### config.mk
export PLATFORM = sky130hd
export DESIGN_NAME = page_cmd_issue
export DESIGN_NICKNAME = d
export VERILOG_FILES = /design/src/page_unit_pkg.sv /design/src/page_cmd_issue.sv
export VERILOG_INCLUDE_DIRS = /design/src
export SDC_FILE = /design/constraint.sdc
export NUM_CORES = 1
export LEC_CHECK = 0
export CORE_MARGIN = 2
export CORE_UTILIZATION = 46
export CTS_BUF_LIST = sky130_fd_sc_hd__clkbuf_2
export CTS_CLUSTER_DIAMETER = 40
export DETAILED_ROUTE_END_ITERATION = 7
export DONT_BUFFER_PORTS = 1
export SYNTH_ARGS = -nofsm -noshare
export SYNTH_HDL_FRONTEND = slang
export SYNTH_SLANG_ARGS = --single-unit
### constraint.sdc
create_clock -name clk -period 1.7 [get_ports clk]
set_input_delay 0.51 -clock clk [delete_from_list [all_inputs] [get_ports clk]]
set_output_delay 0.51 -clock clk [all_outputs]
set_load 0.02 [all_outputs]
### src/page_unit_macros.svh
/*
 * Page unit parameters
 * Widths, page count and command queue depth
 */
`ifndef PAGE_UNIT_MACROS_SVH
`define PAGE_UNIT_MACROS_SVH

// --------------------
// Address and data widths
`define PT_PAGE_W     10            // Page index width
`define PT_PAGES      1024          // Number of pages
`define PT_VADDR_W    20            // Virtual address, page in top bits
`define PT_FRAME_W    20            // Frame number and command data

// --------------------
// Command flow
`define PT_FIFO_DEPTH 4             // Queue entries, also initial host credits
`define PT_CREDIT_W   2             // Credits returned per cycle, 0 to 2

`endif

### src/page_unit_pkg.sv
/*
 * Page unit types
 * Command opcodes, engine states and the command, memory op and response words
 */
`include "page_unit_macros.svh"

package page_unit_pkg;

    // --------------------
    // Opcodes
    typedef enum logic [3:0] {
        PT_NOP          = 4'd0,     // Absorbed by issue
        PT_SET_INDEX    = 4'd1,     // Load physical page index
        PT_WRITE_MAP    = 4'd2,     // Page map write, page from vaddr
        PT_READ_MAP     = 4'd3,     // Page map read, page from vaddr
        PT_WRITE_ACCESS = 4'd4,     // Invalid and read-only bits
        PT_READ_ACCESS  = 4'd5,     // Access word readback
        PT_WRITE_REPRIO = 4'd6,     // Reprioritize bit write
        PT_READ_REPRIO  = 4'd7,     // Reprioritize bit read
        PT_START_FILL   = 4'd8      // Set reprio bits from index to last page
    } pt_op_e;

    // Engine FSM
    typedef enum logic {
        ENG_IDLE = 1'b0,            // Popping commands
        ENG_FILL = 1'b1             // Fill sequence running
    } pt_eng_state_e;

    // --------------------
    // Host command, 44 bits
    typedef struct packed {
        pt_op_e                  op;
        logic [`PT_VADDR_W-1:0]  addr;  // Virtual address
        logic [`PT_FRAME_W-1:0]  data;
    } pt_host_cmd_t;

    // Queued memory operation, 34 bits
    typedef struct packed {
        pt_op_e                  op;
        logic [`PT_PAGE_W-1:0]   page;  // Resolved page
        logic [`PT_FRAME_W-1:0]  data;
    } pt_mem_op_t;

    // Read response, 35 bits
    typedef struct packed {
        pt_op_e                  op;
        logic [`PT_PAGE_W-1:0]   page;
        logic [`PT_FRAME_W-1:0]  data;
        logic                    fault; // Page invalid on map read
    } pt_rsp_t;

endpackage

### src/page_cmd_issue.sv
/*
 * Command issue stage
 * Decodes host commands, keeps the physical page index register and
 * forwards memory operations to the queue one cycle after acceptance
 */
`include "page_unit_macros.svh"

module page_cmd_issue (
    input  logic                        clk,
    input  logic                        reset,
    input  logic                        i_cmd_valid,    // Host command strobe
    input  page_unit_pkg::pt_host_cmd_t i_cmd,
    output logic                        o_push,         // Op to queue
    output page_unit_pkg::pt_mem_op_t   o_op,
    output logic                        o_absorb        // Command used up here
);
    import page_unit_pkg::*;

    logic [`PT_PAGE_W-1:0] page_index;      // Physical page index register
    logic [`PT_PAGE_W-1:0] cmd_vpage;       // Page bits of vaddr
    logic [`PT_PAGE_W-1:0] op_page;         // Page sent with the op
    logic                  forward;         // Op goes on to the engine

    assign cmd_vpage = i_cmd.addr[`PT_VADDR_W-1 -: `PT_PAGE_W];

    // --------------------
    // Opcode decode
    always_comb begin
        forward = 1'b0;
        op_page = page_index;               // Default source is the index
        case (i_cmd.op)
            PT_WRITE_MAP,
            PT_READ_MAP: begin
                forward = 1'b1;
                op_page = cmd_vpage;        // Map ops address by vaddr
            end
            PT_WRITE_ACCESS,
            PT_READ_ACCESS,
            PT_WRITE_REPRIO,
            PT_READ_REPRIO,
            PT_START_FILL: begin
                forward = 1'b1;             // Fill starts at current index
            end
            default: begin
                forward = 1'b0;             // NOP, SET_INDEX, unknown
            end
        endcase
    end

    // --------------------
    // Control and index register
    always_ff @(posedge clk) begin
        if (reset) begin
            page_index <= '0;
            o_push     <= 1'b0;
            o_absorb   <= 1'b0;
        end else begin
            o_push   <= i_cmd_valid & forward;
            o_absorb <= i_cmd_valid & ~forward;   // Returns a credit at once
            if (i_cmd_valid && i_cmd.op == PT_SET_INDEX) begin
                page_index <= cmd_vpage;    // Visible to the next command
            end
        end
    end

    // Operation payload
    always_ff @(posedge clk) begin
        if (i_cmd_valid) begin
            o_op.op   <= i_cmd.op;
            o_op.page <= op_page;
            o_op.data <= i_cmd.data;
        end
    end

endmodule

==> results of run 1 <==
-- cells by family after synthesis --
kind of cell    synth area share, %
flops                         75.28
simple gates                  10.31
mux                           12.70
buf+inv                       1.195
compound gates               0.5229
-- flip-flops by register name, indices dropped and copies added (netlist names) --
register / count
o_absorb: 1
o_op: 34
o_push: 1
page_index: 10
-- per-stage QoR --
stage | std cells | power [mW] | cell area, um^2
3_5_place_dp | 143 | 1.454 | 1747
4_1_cts | 151 | 1.873 | 1785
6_report | 151 | 1.839 | 1785
2_1_floorplan | 98 | 1.439 | 1675
3_3_place_gp | 143 | 1.448 | 1747
5_1_grt | 151 | 1.929 | 1785
-- cells in the mapped netlist --
library cell  instances
o21ai_2               1
nand2b_1             20
clkbuf_1              2
or4b_1                1
nor4_1                1
nand2_1               1
dfxtp_1              12
buf_2                 1
and3b_1               1
mux2i_1              10
nor3b_1               2
edfxtp_1             34
nor2_1                1
mux2_2               10
buf_4                 1
-- worst paths after layout --
check        slack, ns  cells after the start       endpoint          start
max reg2reg       0.86                      1       o_op[26]  page_index[6]
max               0.27                      0        o_op[1]        o_op[1]
min               0.17                      1       o_absorb          reset
min reg2reg       0.49                      2  page_index[5]  page_index[5]
-- final cells by class --
type | instances | area [um^2]
Clock inverter | 2 | 8.758
Timing Repair Buffer | 3 | 22.52
Fill cell | 296 | 1630
Clock buffer | 6 | 30.03
Multi-Input combinational cell | 48 | 405.4
Tap cell | 46 | 57.56
Sequential cell | 46 | 1261
-- report_power, final --
group / switching [mW] / leakage (nW) / internal [mW]
clock network: 0.312 / 0.0304 / 0.102
registers: 0.101 / 0.435 / 1.28
logic: 0.0147 / 0.148 / 0.0296
total: 0.427 / 0.614 / 1.41
-- per-layer routing --
metal | wire length (um) | GRT usage [%]
met5 | 0 | 0
met4 | 18 | 5.053
met3 | 278 | 8.627
met2 | 1412 | 22.92
met1 | 984 | 14.32
==> results.md, run 1 <==
- Period utilization: 84.00%
- Core ar.: 0.003416 mm^2
- Crit path arrival time: 0.92 ns
- Port bufs: 0
- Pin count of the biggest net entering global routing: 38
- First-pass GRT wire length: 4.077 mm
- Layout Area Growth over Synthesis: 6.572%
- Pre-CTS WS: 0.1798 ns
- Relative slew slack: 84.76%
- TritonCTS buffer count: 5
- Leakage power: roughly 0.61 nW
- Global Route Usage Sum: 13.88%
- Commonest non-fill, non-tap cell in the layout: edfxtp_1
- Distinct cells, synth: 15
- Post-CTS sizing: 0
- Initial Util: ~50%
- Setup violations, final: 0
- Post-synthesis cell area: 0.001675 mm^2
- Layout cells sized above 1: 21.90%
- Worst slew pin tran: 0.2291 ns
- Dominant cell type by area after synthesis: edfxtp_1
- Ports: 83
- Fin nets: 151
- Vias per cell: roughly 5.2
- Post-route ant nets: 0
- Skew final: 0.009712 ns
- Post-CTS Setup Inserts: 0
- Hold WC Path Type: in -> reg
- Syn avg cell area: around 17 um^2
- Setup Crit Path Kind: reg -> out
- WL per Instance: 17.84 um
- PwrDens: slightly above 1000 mW/mm^2
- GPL Wtd Cong: about 0.66
- Final setup margin: between 0.2 and 0.3 ns
- Setup crit end kind: primary output
- Vias: 784
- CP Max Fanout: 1
- Max rail drop VDD: 0.3230 mV
- Antenna fix cells: 0
- Htree depth: 2
- F_max: 700.3 MHz
- CP required: 1.19 ns
- Initial antenna violation count: 0
- Worst-Skew Late Latency: around 0.38 ns
- Total congestion overflow: 0
- Die width: 64.35 um
- Final core utilization: between 50% and 60%
- Most frequent cells in the layout: edfxtp_1 (34), nand2b_1 (20), dfxtp_1 (12)
- Sequential share of the synthesized area: approximately three quarters
- Status: finished clean
- Bufs on Longest Clock Path: 2
- RSZ-0062 raised after global routing: false
- Startpoint types: flip-flop
- Final Max Slew Viols: 0
- DRT Wirelength: 2.694 mm
- Post-DP HPWL: roughly 1.9 mm
- Pre-antenna DRT Iters: 3
- Clock transition at path regs: about 0.20 ns
- Syn_nets: 145
- Synth top area share: 60.94%
- Synth top area cells: edfxtp_1 (61%), dfxtp_1 (14%), nand2b_1 (7.5%)
- Final hold vios: 0
- Max cap viols: 0
- Final Critical Period: around 1.4 ns
- CTS Hold Bufs: 0
- Post-Syn Instances: 98
- Die ar.: 0.004141 mm^2
- Die Y: ~64 um
- CTS Sinks: 46
- Row Count: 21
- Yosys reg bits: 46
- Iter 0 DRT Violations: 55
- Root buffer cell: clkbuf_2
- Vias in the first global route: 792
- Setup TNS: 0 ns
- Warning count from the yosys run: 0
- CTS tree: done
- Worst hold slack: 0.1704 ns
- Residual DRC: 0
Power figures use the tool's default switching activity.
==> run 2, diff against run 1 <==
clock period = 1.5 ns   (was 1.7 ns; I/O delays follow)
==> run 2 against run 1 <==
Critical path depth did not move. Clock-buffer cell count did not move. Global-route usage barely moved. Register-to-register slack got worse by 0.19 ns. Routed wire length fell by 0.26%. Combinational power rose by 15%. Clock power rose by 60%. Cell count rose by 0.66%. Non-clock buffer count rose by 1. Clock skew fell by 0.0018 ns. Largest power group unchanged. Highest routed layer unchanged.
==> results.md, run 2 (same netlist as run 1, synthesis figures left out) <==
- Setup crit end kind: primary output (unchanged)
- Relative slew slack: 81.68% (was 84.76%)
- Hold Path End: o_absorb (unchanged)
- Most frequent cells in the layout: edfxtp_1 (34), nand2b_1 (20), dfxtp_1 (12) (unchanged)
- Pin count of the biggest net entering global routing: 38 (unchanged)
- Clock transition at path regs: 0.21 ns (was 0.20 ns)
- Row Count: 21 (unchanged)
- Setup TNS: 0 ns (unchanged)
- Multi-input gate area: 405.4 um^2 (unchanged)
- Grt met2 use: 22.66% (was 22.92%)
- Worst hold start: reset (unchanged)
- Post-route ant nets: 0 (unchanged)
- Ports: 83 (unchanged)
- Fin nets: 152 (was 151)
- Period utilization: 92.92%
- Crit Reg-Reg Endpoint: o_op[20] (was o_op[26])
- Hold WC Path Type: in -> reg (unchanged)
- Port bufs: 0 (unchanged)
- Pre-antenna DRT Iters: 4 (was 3)
- Pwr Total: 2.278 mW (was 1.839 mW)
- Post-DP HPWL: 1.898 mm (was 1.895 mm)
- Total congestion overflow: 0 (unchanged)
- # fillers: 283 (was 296)
- DRT Wirelength: 2.687 mm (was 2.694 mm)
- Global Route Usage Sum: 13.88% (about the same)
- F_max: 717.5 MHz
- Crit path arrival time: 0.94 ns (was 0.92 ns)
- Max cap viols: 0 (unchanged)
- WP depth: 0 (unchanged)
- R2r startpoint: page_index[0] (was page_index[6])
- WL per Instance: 17.68 um (was 17.84 um)
- Setup Crit Path Kind: reg -> out (unchanged)
- Max rail drop VDD: 0.6339 mV (was 0.3230 mV)
- Core ar.: 0.003416 mm^2 (unchanged)
- PwrDens: 1250 mW/mm^2 (was 1030 mW/mm^2)
- Initial antenna violation count: 0 (unchanged)
- Worst-Skew Late Latency: 0.40 ns (was 0.38 ns)
- Met3 usage: 7.923% (was 8.627%)
- Iter 0 DRT Violations: 75 (was 55)
- Post-CTS sizing: 0 (unchanged)
- Vias: 807 (was 784)
- CTS Hold Bufs: 0 (unchanged)
- Max FFs per register: 34 (unchanged)
- Final Max Slew Viols: 0 (unchanged)
- RSZ-0062 raised after global routing: false (unchanged)
- Layout Area Growth over Synthesis: 8.738% (was 6.572%)
- FF+latch area: 0.001261 mm^2 (unchanged)
- Root buffer cell: clkbuf_2 (unchanged)
- Initial Util: 49.05% (unchanged)
- Bufs on Longest Clock Path: 2 (unchanged)
- GR Util met1: 13.72% (was 14.32%)
- First-pass GRT wire length: 4.091 mm (was 4.077 mm)
- Die ar.: 0.004141 mm^2 (unchanged)
- Leakage power: 0.6277 nW (was 0.6135 nW)
- Final Critical Period: roughly 1.4 ns
- CP required: 1.05 ns (was 1.19 ns)
- Layout cells sized above 1: 23.58% (was 21.90%)
- Htree depth: 2 (unchanged)
- TritonCTS buffer count: 5 (unchanged)
- Antenna fix cells: 0 (unchanged)
- Status: finished clean (unchanged)
- Pre-CTS WS: 0.08371 ns (was 0.1798 ns)
- Final setup margin: 0.1062 ns (was 0.2720 ns)
- Vias per cell: 5.309 (was 5.192)
- Worst slew pin tran: 0.2726 ns (was 0.2291 ns)
- Post-CTS Setup Inserts: 0 (unchanged)
- CTS Sinks: 46 (unchanged)
- GPL Wtd Cong: 0.6966 (was 0.6587)
- Residual DRC: 0 (unchanged)
- Biggest registers after layout: o_op x34, page_index x10 (unchanged)
- Skew final: 0.007867 ns (was 0.009712 ns)
- Register-to-register path setup slack: 0.67 ns (was 0.86 ns)
- CP Max Fanout: 1 (unchanged)
- Vias in the first global route: 809 (was 792)
- Commonest non-fill, non-tap cell in the layout: edfxtp_1 (unchanged)
- CTS tree: done (unchanged)
- Setup violations, final: 0 (unchanged)
- Biggest register: o_op (unchanged)
- Final hold vios: 0 (unchanged)
- Die Y: 64.35 um (unchanged)
- Reg2reg path depth: 1 (unchanged)
- Die width: 64.35 um (unchanged)
- Startpoint types: flip-flop (unchanged)
- Hold-critical path depth: 1 (unchanged)
- Most Crowded Layer GR: met2 (unchanged)
-- run 2: cell count changes in the layout (fill, tap and decap cells not counted), sizes merged --
cell      delta
clkinv       -2
buf          +1
bufinv       +1
clkinvlp     +1
-- run 2: per-stage QoR --
step	utilization, %	cells	hold slack, ns	cell area (um^2)
floorplan	-	98	0.4462	1675
global placement	51.36	144	0.4547	1754
detailed placement	51.36	144	0.4676	1754
CTS	53.33	152	0.06149	1822
global route	53.33	152	0.04716	1822
finish	53.33	152	0.09521	1822
-- run 2: layer usage --
layer	part of all wire [%]	vias to the layer above
met2	51	49
li1	-	368
met4	1.7	0
met1	36	385
met5	0	-
met3	12	5
-- run 2: how the worst max path moves through the flow --
stage                   start  endpoint  slack (ns)
floorplan           i_cmd[43]  o_op[20]        0.07
global placement    i_cmd[43]  o_op[25]        0.06
detailed placement  i_cmd[43]  o_op[21]        0.08
CTS                  o_op[26]  o_op[26]        0.08
global route         o_op[25]  o_op[25]        0.03
finish               o_op[25]  o_op[25]        0.11
-- run 2: area by class of cell --
type	instances	area share (%)
Clock inverter	2	2.060
Tap cell	46	3.159
Sequential cell	46	69.23
Multi-Input combinational cell	48	22.25
Timing Repair Buffer	4	1.648
Clock buffer	6	1.648
-- run 2: report_power, final --
group	total, mW	switching, mW	internal, mW
clock network	0.662	0.374	0.288
logic	0.0509	0.0169	0.0340
registers	1.56	0.113	1.45
