===== src/page_unit_macros.svh =====
/*
 * Page unit parameters
 * Widths, page count and command queue depth
 */
`ifndef PAGE_UNIT_MACROS_SVH
`define PAGE_UNIT_MACROS_SVH

// --------------------
// Address and data widths
`define PT_PAGE_W     10            // Page index width
`define PT_PAGES      1024          // Number of pages
`define PT_VADDR_W    20            // Virtual address, page in top bits
`define PT_FRAME_W    20            // Frame number and command data

// --------------------
// Command flow
`define PT_FIFO_DEPTH 4             // Queue entries, also initial host credits
`define PT_CREDIT_W   2             // Credits returned per cycle, 0 to 2

`endif


===== src/page_unit_pkg.sv =====
/*
 * Page unit types
 * Command opcodes, engine states and the command, memory op and response words
 */
`include "page_unit_macros.svh"

package page_unit_pkg;

    // --------------------
    // Opcodes
    typedef enum logic [3:0] {
        PT_NOP          = 4'd0,     // Absorbed by issue
        PT_SET_INDEX    = 4'd1,     // Load physical page index
        PT_WRITE_MAP    = 4'd2,     // Page map write, page from vaddr
        PT_READ_MAP     = 4'd3,     // Page map read, page from vaddr
        PT_WRITE_ACCESS = 4'd4,     // Invalid and read-only bits
        PT_READ_ACCESS  = 4'd5,     // Access word readback
        PT_WRITE_REPRIO = 4'd6,     // Reprioritize bit write
        PT_READ_REPRIO  = 4'd7,     // Reprioritize bit read
        PT_START_FILL   = 4'd8      // Set reprio bits from index to last page
    } pt_op_e;

    // Engine FSM
    typedef enum logic {
        ENG_IDLE = 1'b0,            // Popping commands
        ENG_FILL = 1'b1             // Fill sequence running
    } pt_eng_state_e;

    // --------------------
    // Host command, 44 bits
    typedef struct packed {
        pt_op_e                  op;
        logic [`PT_VADDR_W-1:0]  addr;  // Virtual address
        logic [`PT_FRAME_W-1:0]  data;
    } pt_host_cmd_t;

    // Queued memory operation, 34 bits
    typedef struct packed {
        pt_op_e                  op;
        logic [`PT_PAGE_W-1:0]   page;  // Resolved page
        logic [`PT_FRAME_W-1:0]  data;
    } pt_mem_op_t;

    // Read response, 35 bits
    typedef struct packed {
        pt_op_e                  op;
        logic [`PT_PAGE_W-1:0]   page;
        logic [`PT_FRAME_W-1:0]  data;
        logic                    fault; // Page invalid on map read
    } pt_rsp_t;

endpackage


===== src/page_cmd_queue.sv =====
/*
 * Command queue
 * Circular FIFO of memory operations, returns a credit per pop and per absorb
 */
`include "page_unit_macros.svh"

module page_cmd_queue #(
    parameter int DEPTH = `PT_FIFO_DEPTH
) (
    input  logic                        clk,
    input  logic                        reset,
    input  logic                        i_push,         // Write an op
    input  page_unit_pkg::pt_mem_op_t   i_op,
    input  logic                        i_absorb,       // Issue consumed a command
    input  logic                        i_pop,          // Engine takes the head
    output logic                        o_not_empty,
    output page_unit_pkg::pt_mem_op_t   o_head,
    output logic [`PT_CREDIT_W-1:0]     o_credit_return
);
    import page_unit_pkg::*;

    localparam int PTR_W = (DEPTH > 1) ? $clog2(DEPTH) : 1;
    localparam int CNT_W = $clog2(DEPTH + 1);
    localparam int CR_W  = `PT_CREDIT_W;

    pt_mem_op_t       fifo_mem [DEPTH];     // Entry storage
    logic [PTR_W-1:0] wr_ptr;
    logic [PTR_W-1:0] rd_ptr;
    logic [CNT_W-1:0] count;                // Occupancy
    logic             do_push;
    logic             do_pop;

    assign o_not_empty = (count != '0);
    assign o_head      = fifo_mem[rd_ptr];
    assign do_push     = i_push & (count != CNT_W'(DEPTH));
    assign do_pop      = i_pop & o_not_empty;

    // --------------------
    // Storage
    always_ff @(posedge clk) begin
        if (do_push) begin
            fifo_mem[wr_ptr] <= i_op;
        end
    end

    // Pointers and count
    always_ff @(posedge clk) begin
        if (reset) begin
            wr_ptr <= '0;
            rd_ptr <= '0;
            count  <= '0;
        end else begin
            if (do_push) begin
                wr_ptr <= (wr_ptr == PTR_W'(DEPTH - 1)) ? '0 : wr_ptr + 1'b1;  // Wrap
            end
            if (do_pop) begin
                rd_ptr <= (rd_ptr == PTR_W'(DEPTH - 1)) ? '0 : rd_ptr + 1'b1;
            end
            case ({do_push, do_pop})
                2'b10:   count <= count + 1'b1;
                2'b01:   count <= count - 1'b1;
                default: count <= count;    // Both or neither
            endcase
        end
    end

    // --------------------
    // Credit return, one cycle after the event
    always_ff @(posedge clk) begin
        if (reset) begin
            o_credit_return <= '0;
        end else begin
            o_credit_return <= CR_W'(do_pop) + CR_W'(i_absorb);
        end
    end

endmodule


===== config.mk =====
export PLATFORM = sky130hd
export DESIGN_NAME = page_cmd_queue
export DESIGN_NICKNAME = d
export VERILOG_FILES = /design/src/page_unit_pkg.sv /design/src/page_cmd_queue.sv
export VERILOG_INCLUDE_DIRS = /design/src
export SDC_FILE = /design/constraint.sdc
export NUM_CORES = 1
export LEC_CHECK = 0
export BUFFER_PORTS_ARGS = -buffer_cell sky130_fd_sc_hd__buf_4
export CAP_MARGIN = 20
export CORE_MARGIN = 2
export CORE_UTILIZATION = 40
export CTS_CLUSTER_DIAMETER = 80
export DETAILED_ROUTE_END_ITERATION = 8
export GPL_ROUTABILITY_DRIVEN = 0
export RECOVER_POWER = 25
export SLEW_MARGIN = 30
export SYNTH_ARGS = -nofsm -noshare
export SYNTH_HDL_FRONTEND = slang
export SYNTH_SLANG_ARGS = --single-unit

===== constraint.sdc =====
create_clock -name clk -period 4.85 [get_ports clk]
set_clock_uncertainty 0.15 [all_clocks]
set_input_delay 0.2425 -clock clk [delete_from_list [all_inputs] [get_ports clk]]
set_output_delay 0.2425 -clock clk [all_outputs]
set_load 0.01 [all_outputs]

==> results.sh, run 1 <==
export IMPL_cts_buffers=17
export IMPL_area_growth_pct=30.4
export IMPL_p_sw_uw=876
export IMPL_arrival_ns=2.26
export IMPL_antenna_cells=0
export IMPL_ys_warn_count=0
export IMPL_place_port_buffers=75
export IMPL_initial_core_util_pct=41.1
export IMPL_synth_top_area_cell="edfxtp_1"
export IMPL_syn_inst=235
export IMPL_path_clk_slew_ns=0.05
export IMPL_row_count=42
export IMPL_grt_pass1_wl_um=14900
export IMPL_critPathMaxFanout=26
export IMPL_post_route_min_period_ns=2.65
export IMPL_whs_ns=0.0345
export IMPL_netSwitchingFraction_pct=23.8
export IMPL_grt_total_usage_pct=14.0
export IMPL_final_common_cell="edfxtp_1"
export IMPL_ys_ff_latch=147
export IMPL_synth_area_leaders="edfxtp_1, mux4_2, dfxtp_1"
export IMPL_clk_latency_ns=0.40
export IMPL_critical_path_class="flip-flop to primary output"
export IMPL_cts_root_buf="clkbuf_16"
export IMPL_maxCapViolCount=0
export IMPL_clkPwrFrac_pct=35.6
export IMPL_via_count=2678
export IMPL_cts_buffer_depth=2
export IMPL_worst_path_max_delay_cell="mux4_2"
export IMPL_drive_gt1_share_pct=34.2
export IMPL_postCtsSetupRepairBufs=0
export IMPL_critPathCaptureType="primary output"
export IMPL_cp_cell_sequence="buf_4 -> mux4_2 -> buf_4"
export IMPL_antenna_found_initial=0
export IMPL_drc=0
export IMPL_post_drt_via_cell_ratio=4.90
export IMPL_powerDensity_nw_per_um2=516
export IMPL_cts_tree="done"
export IMPL_hold_violations=0
export IMPL_slowest_delay_ns=0.61
export IMPL_intPower_uw=2800
export IMPL_syn_nets=282
export IMPL_io_pins=76
export IMPL_leakage_uw=0.00243
export IMPL_rsz0062_at_grt="no"
export IMPL_nets=406
export IMPL_setup_viol=0
export IMPL_wl_um=9460
export IMPL_fin_tns_setup_ns=0
export IMPL_crit_top_cell="buf_4"
export IMPL_ys_types=27
export IMPL_hp_class="primary input to flip-flop"
export IMPL_p_seq_share_pct=43.5
export IMPL_finalMaxSlewViolations=0
export IMPL_final_period_utilization_pct=54.6
export IMPL_core_area_sq_um=13300
export IMPL_startpoint_type="flip-flop"
export IMPL_critPathRequiredTime_ns=4.46
export IMPL_overflow=0
export IMPL_grt_max_degree=35
export IMPL_htree_levels=4
export IMPL_dieArea_sq_um=14600
export IMPL_nFillCells=1076
export IMPL_grt_pass1_vias=2817
export IMPL_fmax_mhz=377
export IMPL_die_height_um=121
export IMPL_netlist_area_sq_um=5470
export IMPL_final_cell_mix="edfxtp_1, buf_4, dlygate4sd3_1"
export IMPL_peakVddDrop_v=0.000284
export IMPL_wl_per_cell_um=17.3
export IMPL_die_width_um=121
export IMPL_drt_iter0_markers=232
export IMPL_regToRegSetupSlack_ns=2.23
export IMPL_worstMarginPinSlew_ns=0.936
export IMPL_status="completed"
export IMPL_clock_sinks=147
export IMPL_relSlewSlack_pct=37.6
export IMPL_first_pass_iters=4
export IMPL_cts_resized=0
export IMPL_ys_seq_area_share_pct=78.7
export IMPL_detail_route_antenna_nets=0
export IMPL_syn_avg_cell_area_sq_um=23.3
export IMPL_dp_hpwl_um=5450
export IMPL_comb_power_share_pct=20.9
export IMPL_synth_top_area_share_pct=74.7
==> stage by stage <==
step | area (sq um) | instances | setup slack [ns] | total power [uW] | util (%)
6_report | 7130 | 547 | 2.20 | 3680 | 53.6
5_1_grt | 7130 | 547 | 2.01 | 3850 | 53.6
4_1_cts | 7200 | 547 | 2.10 | 3740 | 54.1
3_5_place_dp | 6230 | 479 | 2.25 | 2400 | 46.8
3_3_place_gp | 6200 | 478 | 2.36 | 2370 | 46.6
2_1_floorplan | 5470 | 235 | 2.42 | 2070 | -
==> power by group through the flow <==
| stage | logic (uW) | registers (uW) | clock network (uW) |
|---|---|---|---|
| floorplan | 481 | 1580 | 0 |
| global placement | 743 | 1620 | 0 |
| detailed placement | 766 | 1630 | 0 |
| CTS | 795 | 1610 | 1340 |
| global route | 837 | 1620 | 1400 |
| finish | 770 | 1600 | 1310 |
==> cell families (layout without fill, tap and decap cells) <==
family | Yosys count | after routing | share of synthesized area, %
muxes | 36 | 36 | 14.4
xor gates and xnor gates | 2 | 2 | 0.320
adders and majority gates | 8 | 8 | 1.97
DFF | 147 | 147 | 78.7
buffers and inverters | 16 | 152 | 1.60
AOI/OAI and AO/OA | 6 | 6 | 0.732
and+or+nand+nor | 20 | 20 | 2.29
==> final cells by class <==
type                       count  area, sq um  area share, %
clock buffer                  20          437           6.13
clock inverter                11          161           2.26
inverter                       7         26.3          0.369
multi-input combinational     72         1090           15.3
sequential                   147         4310           60.4
tap                          176          220           3.09
timing repair buffer         114          890           12.5
==> cell usage after synthesis <==
cell type  instances
o21ai_0            1
nand3_1            1
inv_1              7
and3_2             4
nor2b_1            2
or3b_4             1
nor2_1             4
clkbuf_1           1
o31ai_1            1
and2_4             1
nor3_1             1
buf_2              4
mux2i_1            2
fa_1               1
buf_6              3
nand2_1            1
edfxtp_1         136
dfxtp_1           11
or3_1              1
buf_1              1
a21oi_1            3
xor2_1             2
mux4_2            34
nand2b_1           2
o31ai_2            1
or3_2              2
ha_1               7
==> per-layer routing <==
metal	vias to the layer above	wire length, um	global-route usage, %
met5	-	0	0
met2	75	4780	22.4
met3	11	499	5.12
met1	1370	4090	17.7
met4	0	87	4.58
li1	1222	-	-
==> flip-flops by register name, indices dropped and copies added (netlist names), named ones only <==
| signal | count |
|---|---|
| fifo_mem | 136 |
| wr_ptr | 2 |
| rd_ptr | 2 |
| count | 3 |
| o_credit_return | 2 |
==> final timing paths <==
check / end / depth (start not counted) / from
worst min-delay path: o_credit_return[1] / 3 / i_absorb
worst max-delay path: o_head[14] / 3 / flip-flop
worst max register to register: count[2] / 9 / count[2]
worst min register to register: flip-flop / 2 / rd_ptr[0]
==> timing repair <==
item | CTS | global route
hold buffers | 37 | 0
setup endpoints to repair | 0 | 0
endpoints found under the hold margin | 146 | 0
==> worst max-delay path, delay by kind of cell, from the launching register on <==
family,cells,cell delay (ns)
muxes,1,0.61
buffers and inverters,2,0.71
DFF,1,0.53
Power figures use the tool's default switching activity.
==> run 2: changes to the inputs <==
- clock period: 4.85 -> 2.2 ns (I/O delays scaled with it)
==> results.sh, run 2 (same netlist as run 1, synthesis figures left out) <==
export IMPL_top_regs="fifo_mem (136), count (3)"
export IMPL_io_pins=76
export IMPL_crit_top_cell="inv_2"
export IMPL_leakage_uw=0.00250
export IMPL_dp_hpwl_um=5660
export IMPL_post_route_min_period_ns=2.22
export IMPL_largest_reg_flops=136
export IMPL_wl_per_cell_um=16.9
export IMPL_arrival_ns=2.41
export IMPL_nets=419
export IMPL_final_cell_mix="edfxtp_1, buf_4, dlygate4sd3_1"
export IMPL_overflow=0
export IMPL_layout_area_seq_sq_um=4310
export IMPL_antenna_cells=0
export IMPL_timing_rr_end="count[2]"
export IMPL_via_count=2679
export IMPL_regMostFlops="fifo_mem"
export IMPL_initial_core_util_pct=41.1
export IMPL_die_height_um=121
export IMPL_cp_cell_sequence="or3b_4 -> and2_4 -> inv_2 -> ha_4 -> inv_2 -> fa_2 -> xor2_1 -> or3_4 -> a21oi_2"
export IMPL_cts_tree="done"
export IMPL_maxCapViolCount=0
export IMPL_regToRegSetupSlack_ns=-0.02
export IMPL_cts_root_buf="clkbuf_16"
export IMPL_detail_route_antenna_nets=0
export IMPL_worst_slack_ns=-0.0152
export IMPL_finalMaxSlewViolations=0
export IMPL_place_port_buffers=75
export IMPL_post_drt_via_cell_ratio=4.78
export IMPL_min_from="i_pop"
export IMPL_final_period_utilization_pct=101
export IMPL_fmax_mhz=451
export IMPL_dieArea_sq_um=14600
export IMPL_htree_levels=4
export IMPL_cts_buffer_depth=2
export IMPL_row_count=42
export IMPL_startpoint_type="flip-flop"
export IMPL_grt_total_usage_pct=14.3
export IMPL_cp_num_buf_inv=2
export IMPL_drt_iter0_markers=244
export IMPL_postCtsSetupRepairBufs=0
export IMPL_setup_viol=1
export IMPL_crit_family="simple AND/OR/NAND/NOR gates"
export IMPL_nFillCells=1040
export IMPL_r2r_cells=9
export IMPL_violations="negative setup slack"
export IMPL_die_width_um=121
export IMPL_grt_pass1_wl_um=15200
export IMPL_area_growth_pct=32.8
export IMPL_core_area_sq_um=13300
export IMPL_grt_max_degree=28
export IMPL_finalCoreUtilization_pct=54.6
export IMPL_final_common_cell="edfxtp_1"
export IMPL_rsz0062_at_grt="yes"
export IMPL_multi_input_area_sq_um=1100
export IMPL_worst_path_max_delay_cell="or3b_4"
export IMPL_critPathMaxFanout=2
export IMPL_status="complete, but fails checks"
export IMPL_clock_sinks=147
export IMPL_grt_pass1_vias=2977
export IMPL_r2r_start="count[1]"
export IMPL_critPathRequiredTime_ns=2.39
export IMPL_antenna_found_initial=0
export IMPL_whs_path_depth=5
export IMPL_hold_violations=0
export IMPL_critPathCaptureType="flip-flop"
export IMPL_powerDensity_nw_per_um2=1110
export IMPL_first_pass_iters=4
export IMPL_critical_path_class="flip-flop to flip-flop"
export IMPL_wl_um=9460
export IMPL_path_clk_slew_ns=0.06
export IMPL_clk_latency_ns=0.41
export IMPL_slowest_delay_ns=0.39
export IMPL_hp_class="primary input to flip-flop"
export IMPL_relSlewSlack_pct=78.6
export IMPL_whs_ns=0.0298
export IMPL_peakVddDrop_v=0.000970
export IMPL_drc=0
export IMPL_worstMarginPinSlew_ns=0.322
export IMPL_drive_gt1_share_pct=39.0
export IMPL_cts_buffers=17
[run 2: cell types whose count changed in the layout (fill, tap and decap cells not counted), moves of 3 or more]
cell | before | now
buf_12 | 0 | 6
clkinv_2 | 2 | 7
buf_4 | 55 | 63
and3_4 | 3 | 0
and3_2 | 1 | 4
[run 2: worst max path at each step]
stage | from | to | slack (ns) | depth (start not counted)
2_1_floorplan | count[1] | count[2] | -0.04 | 9
3_3_place_gp | count[1] | count[2] | -0.007 | 9
3_5_place_dp | count[1] | count[2] | -0.03 | 9
4_1_cts | count[1] | count[2] | -0.03 | 9
5_1_grt | count[1] | count[2] | -0.11 | 9
6_report | count[1] | count[2] | -0.02 | 9
[run 2: routing by layer]
metal	vias up	wire length, um	GRT usage, %	part of all wire (%)
met2	69	4790	23.6	51
li1	1243	-	-	-
met5	-	0	0	0
met1	1357	4050	17.0	43
met4	0	136	6.40	1.4
met3	10	479	4.75	5.1
[run 2: area by class of cell]
| type | count | area share (%) |
|---|---|---|
| clock buffers | 20 | 6.02 |
| clock inverters | 12 | 1.59 |
| inverters | 7 | 0.362 |
| multi-input cells | 72 | 15.2 |
| flip-flops and latches | 147 | 59.4 |
| well taps | 176 | 3.03 |
| repair buffers | 127 | 14.4 |
[run 2: worst reg2reg max path: stages (launching register included)]
cell     delay, ns
dfxtp_2       0.32
or3b_4        0.39
and2_4        0.15
inv_2         0.06
ha_4          0.12
inv_2         0.04
fa_2          0.34
xor2_1        0.15
or3_4         0.33
a21oi_2       0.11
[run 2: per-stage QoR]
step,area (sq um),power [uW],TNS [ns],setup slack [ns],std cells
2_1_floorplan,5490,4590,-0.0389,-0.0389,235
5_1_grt,7260,8440,-0.108,-0.108,561
6_report,7260,8040,-0.0152,-0.0152,561
3_5_place_dp,6390,5430,-0.0336,-0.0336,491
3_3_place_gp,6390,5390,-0.00689,-0.00689,491
4_1_cts,7330,8190,-0.0267,-0.0267,561
[run 2: repair_timing]
item / in CTS / in global routing
endpoints found under the setup margin: 1 / 2
gates resized for setup: 1 / 1
pin swaps: 1 / 0
endpoints found under the hold margin: 147 / 0
hold buffers: 38 / 0
[run 2: report_power, final]
part	switching (uW)	internal (uW)
combinational	877	1050
clock	1010	1650
sequential	82.4	3380
total	1970	6080
